==> config.mk <==
export PLATFORM = sky130hd
export DESIGN_NAME = cache_fsm_flat
export DESIGN_NICKNAME = d
export VERILOG_FILES = /design/src/rtl/cache_def.sv /design/src/rtl/cache_if.sv /design/src/rtl/cache_fsm.sv /design/src/flat_wrapper.sv
export SDC_FILE = /design/constraint.sdc
export NUM_CORES = 1
export LEC_CHECK = 0
export ABC_CLOCK_PERIOD_IN_PS = 2000
export BUFFER_PORTS_ARGS = -buffer_cell sky130_fd_sc_hd__buf_2
export CORE_AREA = 4 4 274 276
export DETAILED_ROUTE_END_ITERATION = 10
export DIE_AREA = 0 0 278 280
export HOLD_SLACK_MARGIN = 0.02
export MAX_ROUTING_LAYER = met4
export PLACE_DENSITY = 0.33
export SYNTH_ARGS = -nofsm -noshare
export SYNTH_HDL_FRONTEND = slang
export SYNTH_SLANG_ARGS = --single-unit
==> constraint.sdc <==
create_clock -name clk -period 2 [get_ports clk]
set_input_delay 0.1 -clock clk [delete_from_list [all_inputs] [get_ports clk]]
set_output_delay 0.1 -clock clk [all_outputs]
set_load 0.01 [all_outputs]
==> src/rtl/cache_def.sv <==
package cache_def;

  // address split  tag 31:14 | index 13:4 | word 3:2 | byte 1:0
  localparam int OFFSET_BITS = 4;  // byte offset within a line
  localparam int TAGLSB      = 14; // lowest tag bit
  localparam int TAGMSB      = 31; // highest tag bit

  localparam int NUM_LINES = 1 << (TAGLSB - OFFSET_BITS); // 1024 lines

  typedef logic [31:0]  word_t; // one cpu word
  typedef logic [127:0] line_t; // four words per line
  typedef logic [31:0]  addr_t; // cpu byte address

  typedef logic [TAGMSB-TAGLSB:0]        tag_t;   // stored tag, 18 bits
  typedef logic [TAGLSB-OFFSET_BITS-1:0] index_t; // line index, 10 bits

  // controller states
  typedef enum logic [1:0] {
    idle,        // waiting for cpu_valid
    compare_tag, // hit check
    allocate,    // waiting for line fill
    write_back   // waiting for dirty line write
  } cache_state_t;

endpackage

==> src/rtl/cache_if.sv <==
`timescale 1ns/1ps

interface tag_port_if;
  import cache_def::*;

  index_t index;  // line select
  logic   we;     // write strobe
  tag_t   wtag;   // tag to store
  logic   wvalid; // valid to store
  logic   wdirty; // dirty to store
  tag_t   rtag;   // stored tag
  logic   rvalid; // stored valid
  logic   rdirty; // stored dirty

  modport ctrl (output index, we, wtag, wvalid, wdirty, input rtag, rvalid, rdirty);
  modport ram (input index, we, wtag, wvalid, wdirty, output rtag, rvalid, rdirty);

endinterface

interface data_port_if;
  import cache_def::*;

  index_t index; // line select
  logic   we;    // write strobe
  line_t  wline; // line to store
  line_t  rline; // stored line, async

  modport ctrl (output index, we, wline, input rline);
  modport ram (input index, we, wline, output rline);

endinterface

interface mem_port_if;
  import cache_def::*;

  logic  req_valid; // one-cycle request strobe
  logic  req_rw;    // 1 = line write
  addr_t req_addr;  // line aligned byte address
  line_t req_data;  // write line
  logic  rsp_ready; // one-cycle done pulse
  line_t rsp_data;  // read line, valid with rsp_ready

  modport ctrl (output req_valid, req_rw, req_addr, req_data, input rsp_ready, rsp_data);
  modport mem (input req_valid, req_rw, req_addr, req_data, output rsp_ready, rsp_data);

endinterface

==> src/rtl/cache_fsm.sv <==
`timescale 1ns/1ps

module cache_fsm (
  input  logic             clk,
  input  logic             rst,
  input  logic             cpu_valid, // held until cpu_ready
  input  logic             cpu_rw,    // 1 = write
  input  cache_def::addr_t cpu_addr,
  input  cache_def::word_t cpu_wdata,
  output logic             cpu_ready, // one-cycle done pulse
  output cache_def::word_t cpu_rdata,
  tag_port_if.ctrl         tag,
  data_port_if.ctrl        data,
  mem_port_if.ctrl         mem
);
  import cache_def::*;

  localparam int WORD_W = $bits(word_t);

  cache_state_t state;      // current state
  cache_state_t next_state; // comb next state
  index_t       req_index;  // index of cpu request
  tag_t         req_tag;    // tag of cpu request
  logic [1:0]   word_sel;   // word within line
  logic         hit;        // valid and tag match
  line_t        merged;     // stored line with cpu word inserted

  assign req_index = cpu_addr[TAGLSB-1:OFFSET_BITS];
  assign req_tag   = cpu_addr[TAGMSB:TAGLSB];
  assign word_sel  = cpu_addr[OFFSET_BITS-1:2];

  assign tag.index  = req_index; // both stores always look at cpu line
  assign data.index = req_index;

  assign hit = tag.rvalid && (tag.rtag == req_tag);

  // read word out of current line
  assign cpu_rdata = data.rline[word_sel*WORD_W +: WORD_W];

  // write merge
  always_comb begin
    merged = data.rline;
    merged[word_sel*WORD_W +: WORD_W] = cpu_wdata;
  end

  always_ff @(posedge clk) begin
    if (rst) begin
      state <= idle;
    end else begin
      state <= next_state;
    end
  end

  always_comb begin
    next_state = state;
    cpu_ready  = 1'b0;

    tag.we     = 1'b0;
    tag.wtag   = req_tag; // new tag on miss, same tag on hit
    tag.wvalid = 1'b1;
    tag.wdirty = 1'b0;

    data.we    = 1'b0;
    data.wline = merged;

    mem.req_valid = 1'b0;
    mem.req_rw    = 1'b0;
    mem.req_addr  = {cpu_addr[TAGMSB:OFFSET_BITS], {OFFSET_BITS{1'b0}}}; // fill address
    mem.req_data  = data.rline; // victim line for write-back

    case (state)
      idle: begin
        if (cpu_valid) next_state = compare_tag;
      end

      compare_tag: begin
        if (hit) begin
          cpu_ready  = 1'b1;
          next_state = idle;
          if (cpu_rw) begin // write hit
            tag.we     = 1'b1;
            tag.wdirty = 1'b1;
            data.we    = 1'b1;
          end
        end else begin
          // claim the line for the new tag now
          tag.we        = 1'b1;
          tag.wdirty    = cpu_rw;
          mem.req_valid = 1'b1;
          if (tag.rvalid && tag.rdirty) begin
            mem.req_rw   = 1'b1;
            mem.req_addr = {tag.rtag, req_index, {OFFSET_BITS{1'b0}}}; // old line address
            next_state   = write_back;
          end else begin
            next_state = allocate; // empty or clean victim
          end
        end
      end

      allocate: begin
        if (mem.rsp_ready) begin
          data.we    = 1'b1;
          data.wline = mem.rsp_data; // refill line
          next_state = compare_tag;  // retry, write miss merges here
        end
      end

      write_back: begin
        if (mem.rsp_ready) begin
          mem.req_valid = 1'b1; // fetch new line
          next_state    = allocate;
        end
      end

      default: next_state = idle;
    endcase
  end

endmodule

==> src/flat_wrapper.sv <==
// flat-port wrapper written by rule: the top's interface ports become plain ports
module cache_fsm_flat import cache_def::*;
  (clk, rst, cpu_valid, cpu_rw, cpu_addr, cpu_wdata, cpu_ready, cpu_rdata, tag_index, tag_we, tag_wtag, tag_wvalid, tag_wdirty, tag_rtag, tag_rvalid, tag_rdirty, data_index, data_we, data_wline, data_rline, mem_req_valid, mem_req_rw, mem_req_addr, mem_req_data, mem_rsp_ready, mem_rsp_data);
  tag_port_if tag_i ();
  data_port_if data_i ();
  mem_port_if mem_i ();
  input  logic clk;
  input  logic rst;
  input  logic cpu_valid;
  input  logic cpu_rw;
  input  cache_def::addr_t cpu_addr;
  input  cache_def::word_t cpu_wdata;
  output logic cpu_ready;
  output cache_def::word_t cpu_rdata;
  output wire logic [$bits(tag_i.index)-1:0] tag_index;
  output wire logic [$bits(tag_i.we)-1:0] tag_we;
  output wire logic [$bits(tag_i.wtag)-1:0] tag_wtag;
  output wire logic [$bits(tag_i.wvalid)-1:0] tag_wvalid;
  output wire logic [$bits(tag_i.wdirty)-1:0] tag_wdirty;
  input wire logic [$bits(tag_i.rtag)-1:0] tag_rtag;
  input wire logic [$bits(tag_i.rvalid)-1:0] tag_rvalid;
  input wire logic [$bits(tag_i.rdirty)-1:0] tag_rdirty;
  output wire logic [$bits(data_i.index)-1:0] data_index;
  output wire logic [$bits(data_i.we)-1:0] data_we;
  output wire logic [$bits(data_i.wline)-1:0] data_wline;
  input wire logic [$bits(data_i.rline)-1:0] data_rline;
  output wire logic [$bits(mem_i.req_valid)-1:0] mem_req_valid;
  output wire logic [$bits(mem_i.req_rw)-1:0] mem_req_rw;
  output wire logic [$bits(mem_i.req_addr)-1:0] mem_req_addr;
  output wire logic [$bits(mem_i.req_data)-1:0] mem_req_data;
  input wire logic [$bits(mem_i.rsp_ready)-1:0] mem_rsp_ready;
  input wire logic [$bits(mem_i.rsp_data)-1:0] mem_rsp_data;
  assign tag_index = tag_i.index;
  assign tag_we = tag_i.we;
  assign tag_wtag = tag_i.wtag;
  assign tag_wvalid = tag_i.wvalid;
  assign tag_wdirty = tag_i.wdirty;
  assign tag_i.rtag = tag_rtag;
  assign tag_i.rvalid = tag_rvalid;
  assign tag_i.rdirty = tag_rdirty;
  assign data_index = data_i.index;
  assign data_we = data_i.we;
  assign data_wline = data_i.wline;
  assign data_i.rline = data_rline;
  assign mem_req_valid = mem_i.req_valid;
  assign mem_req_rw = mem_i.req_rw;
  assign mem_req_addr = mem_i.req_addr;
  assign mem_req_data = mem_i.req_data;
  assign mem_i.rsp_ready = mem_rsp_ready;
  assign mem_i.rsp_data = mem_rsp_data;
  cache_fsm u_core (.clk(clk), .rst(rst), .cpu_valid(cpu_valid), .cpu_rw(cpu_rw), .cpu_addr(cpu_addr), .cpu_wdata(cpu_wdata), .cpu_ready(cpu_ready), .cpu_rdata(cpu_rdata), .tag(tag_i), .data(data_i), .mem(mem_i));
endmodule
==> summary.md, run 1 <==
| Metric | Value |
|---|---|
| Status | finished clean |
| Routed Antenna Nets | 0 |
| Netlist cell types | 35 |
| Critical Path RT | 1900 ps |
| Tot GR Track Use | 0.107 |
| CP max-delay cell | dfxtp_2 |
| Peak supply drop | 0.201 mV |
| Clock Path Buffers | 2 |
| Clock-pin slew on the worst setup and hold paths | 30 ps |
| CP endpoint kind | primary output |
| Routed wire length | 45300 um |
| Area leader, netlist | buf_4 |
| Max FFs per register | 2 |
| Starting Density | 0.0790 |
| Crit path time final | 1890 ps |
| GP Congestion | 0.937 |
| Die Wd | 278 um |
| First-pass GRT wire length | 59900 um |
| Clock latency on the worst-skew pair | 220 ps |
| CP Class | flip-flop to primary output |
| Critical Path Start Type | flip-flop |
| Worst Path Max Fanout | 23 |
| Sequential element share of the synthesized area | 0.00698 |
| Die footprint | 0.0778 mm^2 |
| Initial DRC Count | 335 |
| CTS tree | built |
| I/O pin count | 710 |
| Yosys top cell area share | 0.237 |
| Post-Syn Area | 0.00574 mm^2 |
| Crit path DAT | 1790 ps |
| Top reg by flops | u_core.state |
| Static Leak | 0.00441 uW |
| Area grow syn2layout | 66.4% |
| Vias per Instance | 3.47 |
| H-tree Lvls | 1 |
| Clock sinks | 2 |
| Vias in the first global route | 8361 |
| CP peak stage delay | 340 ps |
| Ys Warns | 0 |
| Commonest cells in the synthesized netlist | 181 x buf_4, 132 x nand2_1, 130 x a21oi_1 |
| CP cell instances | inv_2, ha_1, and2_4, buf_16, o21ai_0, buf_4, buf_2 |
| Post-synth EDFFs | 0 |
| Rows | 99 |
| DR WL/cell | 19.4 um |
| Main synth FF type | dfxtp_1 |
| Share of cells above drive strength 1 | 0.585 |
| Final core utilization | 0.132 |
| Final period util | 0.946 |
| Largest net degree at the start of global routing | 52 |
| Hold Vio Cnt, Final | 0 |
| CTS root buf | clkbuf_16 |
| Avg Cell Area, Syn | 6.54 um^2 |
| Finished Layout Cells | 2333 |
| Async set-reset flop share out of synthesis | 0 |
| DP HPWL | 39100 um |
| Maxcap violations | 0 |
| Setup TNS Final | 0 ps |
| Synth top area cells | buf_4 24%, nor2b_1 14%, mux4_2 13% |
| Vias | 8091 |
| Total gr overflow | 0 |
| IO Port Bufs | 662 |
| Final setup viols | 0 |
| PwrDens | 363 mW/mm^2 |
| Cell with the most instances after synthesis | buf_4 |
| Post-synthesis register bit count | 2 |
| Chip height | 280 um |
| Slew Viols, Final | 0 |
| Layout Nets | 1726 |
| Core area | 0.0726 mm^2 |
| Highest Clock Rate | 528 MHz |
| Skew final | 0.529 ps |
| Hold Path Class | primary input to flip-flop |
| Number of CTS-inserted buffers | 3 |
| Mapped Cells | 877 |
| Biggest regs | u_core.state: 2 flops |
| DR pass1 iterations | 5 |
| DRC viols | 0 |
| Dpl cells | 2322 |
| Antenna violations before repair | 6 |
[final cells by class]
| class | count | area, um^2 |
|---|---|---|
| fill | 8639 | 63000 |
| multi-input combinational | 628 | 4110 |
| timing repair buffer | 731 | 4090 |
| tap | 959 | 1200 |
| clock buffer | 3 | 75.1 |
| sequential | 2 | 41.3 |
| inverter | 6 | 22.5 |
| antenna | 4 | 10.0 |
[critical path: cells and delay by family, from the launching register on]
kind            cells  cell delay (ps)
compound gates      1              290
fa+ha+maj           1              200
buf+inv             4              520
flops               1              340
simple gates        1              180
[through the flow]
step           setup WS (ps)  cell area [um^2]  hold WS (ps)  power, uW
3_5_place_dp            -108              9280           200       3120
4_1_cts                0.782              9390          58.6       3450
6_report                 108              9550          59.4       3460
3_3_place_gp            -125              9280           200       3140
5_1_grt                -1.39              9540          72.9       3740
2_1_floorplan          -2.18              5750           169       1700
[per-layer routing]
layer	vias to the layer above	track usage	routed length, um
li1	3804	-	-
met1	3738	0.120	18000
met2	488	0.196	23100
met3	61	0.0153	2860
met4	0	0.0304	1380
met5	-	-	0
[logic make-up after synthesis]
| kind of cell | after synthesis | synth area share |
|---|---|---|
| compound gates | 265 | 0.236 |
| xor+xnor | 18 | 0.0275 |
| fa+ha+maj | 9 | 0.0196 |
| buf+inv | 250 | 0.288 |
| flops | 2 | 0.00698 |
| mux | 51 | 0.168 |
| other cells | 2 | 0.00131 |
| simple gates | 280 | 0.252 |
[where the power goes]
| group | switching [uW] | internal [uW] | total [uW] |
|---|---|---|---|
| combinational | 1750 | 1350 | 3100 |
| clock | 45.3 | 254 | 300 |
| sequential | 12.6 | 54.5 | 67.1 |
| total | 1810 | 1660 | 3460 |
[cell usage in the layout, fill, tap and decap left out, types with 6 or more instances in the layout]
cell type,count
a21oi_1,129
buf_12,10
buf_2,661
buf_4,48
clkbuf_16,6
mux2_2,10
mux2_4,8
mux4_2,32
nand2_1,132
nand4_1,6
nor2b_1,128
o21ai_0,116
o21ai_1,13
xnor2_1,18
[final timing paths]
kind	start	endpoint	slack [ps]	depth (start not counted)
worst min-delay path	rst	u_core.state[1]	60	2
worst min register to register	u_core.state[0]	u_core.state[0]	580	3
worst max-delay path	u_core.state[0]	data_wline[98]	110	7
worst max register to register	u_core.state[1]	u_core.state[1]	590	5
[timing repair]
| action | 4_1_cts | 5_1_grt |
|---|---|---|
| setup endpoints to repair | 20 | 97 |
| gates resized for setup | 5 | 23 |
| setup buffers | 1 | 1 |
| pin swaps | 0 | 5 |
| hold buffers | 0 | 0 |
| cloned | 0 | 3 |
(Power assumes the default switching activity.)
==> run 2, diff against run 1 <==
Settings changed: ABC_CLOCK_PERIOD_IN_PS 2000 to 1550.
Clock period 2 ns to 1.55 ns, I/O delays scaled along.
==> run 2 against run 1 <==
The flow now finishes with violations (setup timing). Critical endpoint is now data_wline[41]. Sequential power up 28%. Register-to-register slack lost 610 ps. Critical path type unchanged. Largest power group unchanged. Clock power up 31%. Core utilization grew 4.1 points. Die area unchanged. Routed wire length up 17%. First-iteration DRC count is 9.0% higher. Highest routed layer unchanged. Global-route usage is 2.0 points higher.
==> summary.md, run 2 (synthesis results as in run 1) <==
| Metric | Value |
|---|---|
| Share of cells above drive strength 1 | 0.781 (+0.196) |
| Commonest non-fill, non-tap cell in the layout | buf_2 |
| Rows | 99 (unchanged) |
| DR WL/cell | 21.9 um (+13%) |
| First-pass GRT wire length | 69000 um (+15%) |
| Top reg by flops | u_core.state |
| Status | complete, but fails checks |
| Highest Clock Rate | 514 MHz |
| Die footprint | 0.0778 mm^2 (unchanged) |
| Starting Density | 0.0790 (unchanged) |
| Relative slew slack | 0.626 |
| Biggest regs | u_core.state: 2 flops |
| Number of CTS-inserted buffers | 3 (unchanged) |
| CP endpoint kind | primary output |
| Reg2reg path depth | 9 (+4) |
| Final worst slack | -394 ps (-502 ps) |
| Vias per Instance | 3.62 (+4.5%) |
| CTS root buf | clkbuf_16 |
| Clock Path Buffers | 2 (unchanged) |
| Clock-pin slew on the worst setup and hold paths | 30 ps (about the same) |
| DR pass1 iterations | 5 (unchanged) |
| Die Wd | 278 um (unchanged) |
| Max FFs per register | 2 (unchanged) |
| Placed cell areas | 0.00996 mm^2 (+7.3%) |
| Routed wire length | 52900 um (+17%) |
| CTS tree | built |
| Routed Antenna Nets | 0 (unchanged) |
| Layout Nets | 1806 (+4.6%) |
| Hold path cells | 2 (unchanged) |
| Critical Path RT | 1470 ps (-430 ps) |
| Worst-Margin Slew | 561 ps |
| Chip height | 280 um (unchanged) |
| Slew Viols, Final | 0 (unchanged) |
| Crit path time final | 1940 ps |
| CP Class | flip-flop to primary output |
| DP HPWL | 42200 um (+7.8%) |
| Peak supply drop | 0.386 mV (+92%) |
| Initial DRC Count | 365 (+9.0%) |
| Vias in the first global route | 9328 (+12%) |
| Maxcap violations | 0 (unchanged) |
| Vias | 8743 (+8.1%) |
| PwrDens | 507 mW/mm^2 (+40%) |
| Post-route cell area | 0.0125 mm^2 (+31%) |
| Crit path DAT | 1870 ps (+80 ps) |
| Hold Path Class | primary input to flip-flop |
| Final setup viols | 151 (+151) |
| IO Port Bufs | 662 (unchanged) |
| Core area | 0.0726 mm^2 (unchanged) |
| Hold Vio Cnt, Final | 0 (unchanged) |
| Tot GR Track Use | 0.126 (+0.0199) |
| I/O pin count | 710 (unchanged) |
| R2R Setup Slk | -20 ps (-610 ps) |
| H-tree Lvls | 1 (unchanged) |
| Largest net degree at the start of global routing | 33 (-37%) |
| Critical Path Start Type | flip-flop |
| RSZ-0062 raised after global routing | yes |
| Clock sinks | 2 (unchanged) |
| Worst Path Max Fanout | 8 (-65%) |
| Skew final | 2.11 ps (+1.58 ps) |
| Static Leak | 0.00583 uW (+32%) |
| Failing checks | setup timing |
| Area grow syn2layout | 118% |
| Total gr overflow | 0 (unchanged) |
| Final period util | 1.25 |
| Antenna violations before repair | 9 (+3) |
| Most frequent cells in the layout | 615 x buf_2, 128 x nor2b_1, 120 x a21oi_1 |
| GP Congestion | 0.942 (+0.47%) |
| Clock latency on the worst-skew pair | 220 ps (about the same) |
| WHS | 70.2 ps (+10.7 ps) |
| DRC viols | 0 (unchanged) |
==> run 2: cell count changes in the layout (fill, tap and decap cells not counted), sizes merged <==
cell | previous run | this run
buf | 728 | 803
clkbuf | 6 | 10
a21oi | 131 | 132
clkinvlp | 0 | 1
diode | 4 | 3
inv | 6 | 5
==> run 2: repair_timing <==
| item | 4_1_cts | 5_1_grt |
|---|---|---|
| buffers inserted | 24 | 10 |
| hold buffers | 0 | 0 |
| pin swaps | 121 | 40 |
| cloned | 13 | 7 |
| gates resized for setup | 307 | 131 |
| setup endpoints to repair | 171 | 165 |
==> run 2: area by class of cell <==
type / instances / area [um^2]
timing repair buffer: 810 / 5700
fill: 8368 / 60100
tap: 959 / 1200
sequential: 2 / 42.5
antenna: 3 / 7.51
multi-input combinational: 629 / 5440
clock buffer: 3 / 75.1
inverter: 6 / 28.8
==> run 2: worst max-delay path: stages, from the launching register on <==
cell and delay (ps):
dfxtp_2 320, buf_6 100, inv_4 30, ha_4 150, and2_4 180, buf_12 150, buf_16 170, buf_12 160
o21ai_2 180, buf_2 170
==> run 2: path summary, 6_finish.rpt <==
check	startpoint	to
min	rst	u_core.state[1]
max	u_core.state[0]	data_wline[41]
min reg2reg	u_core.state[1]	u_core.state[1]
max reg2reg	u_core.state[0]	u_core.state[1]
==> run 2: power breakdown <==
part / internal [uW] / total, uW / switching, uW
registers: 71.9 / 85.6 / 13.8
logic: 2870 / 5860 / 2990
clock network: 329 / 393 / 64.2
==> run 2: metrics by stage <==
stage           util  worst slack [ps]  std cells  total power (uW)  setup TNS (ps)
3_5_place_dp   0.137              -564       2362              4510          -42150
2_1_floorplan      -             -56.6        880              2470           -3430
5_1_grt        0.172              -470       2412              6730          -51840
3_3_place_gp   0.137              -564       2362              4540          -43500
4_1_cts        0.162              -411       2398              6080          -42950
6_report       0.172              -394       2412              6340          -42360
==> run 2: routing by layer <==
metal  vias up  track usage  wire [um]
met5         -            -          0
met4         0       0.0528       2290
met3        92       0.0200       3540
met2       518        0.232      27300
met1      4149        0.136      19800
li1       3984            -          -
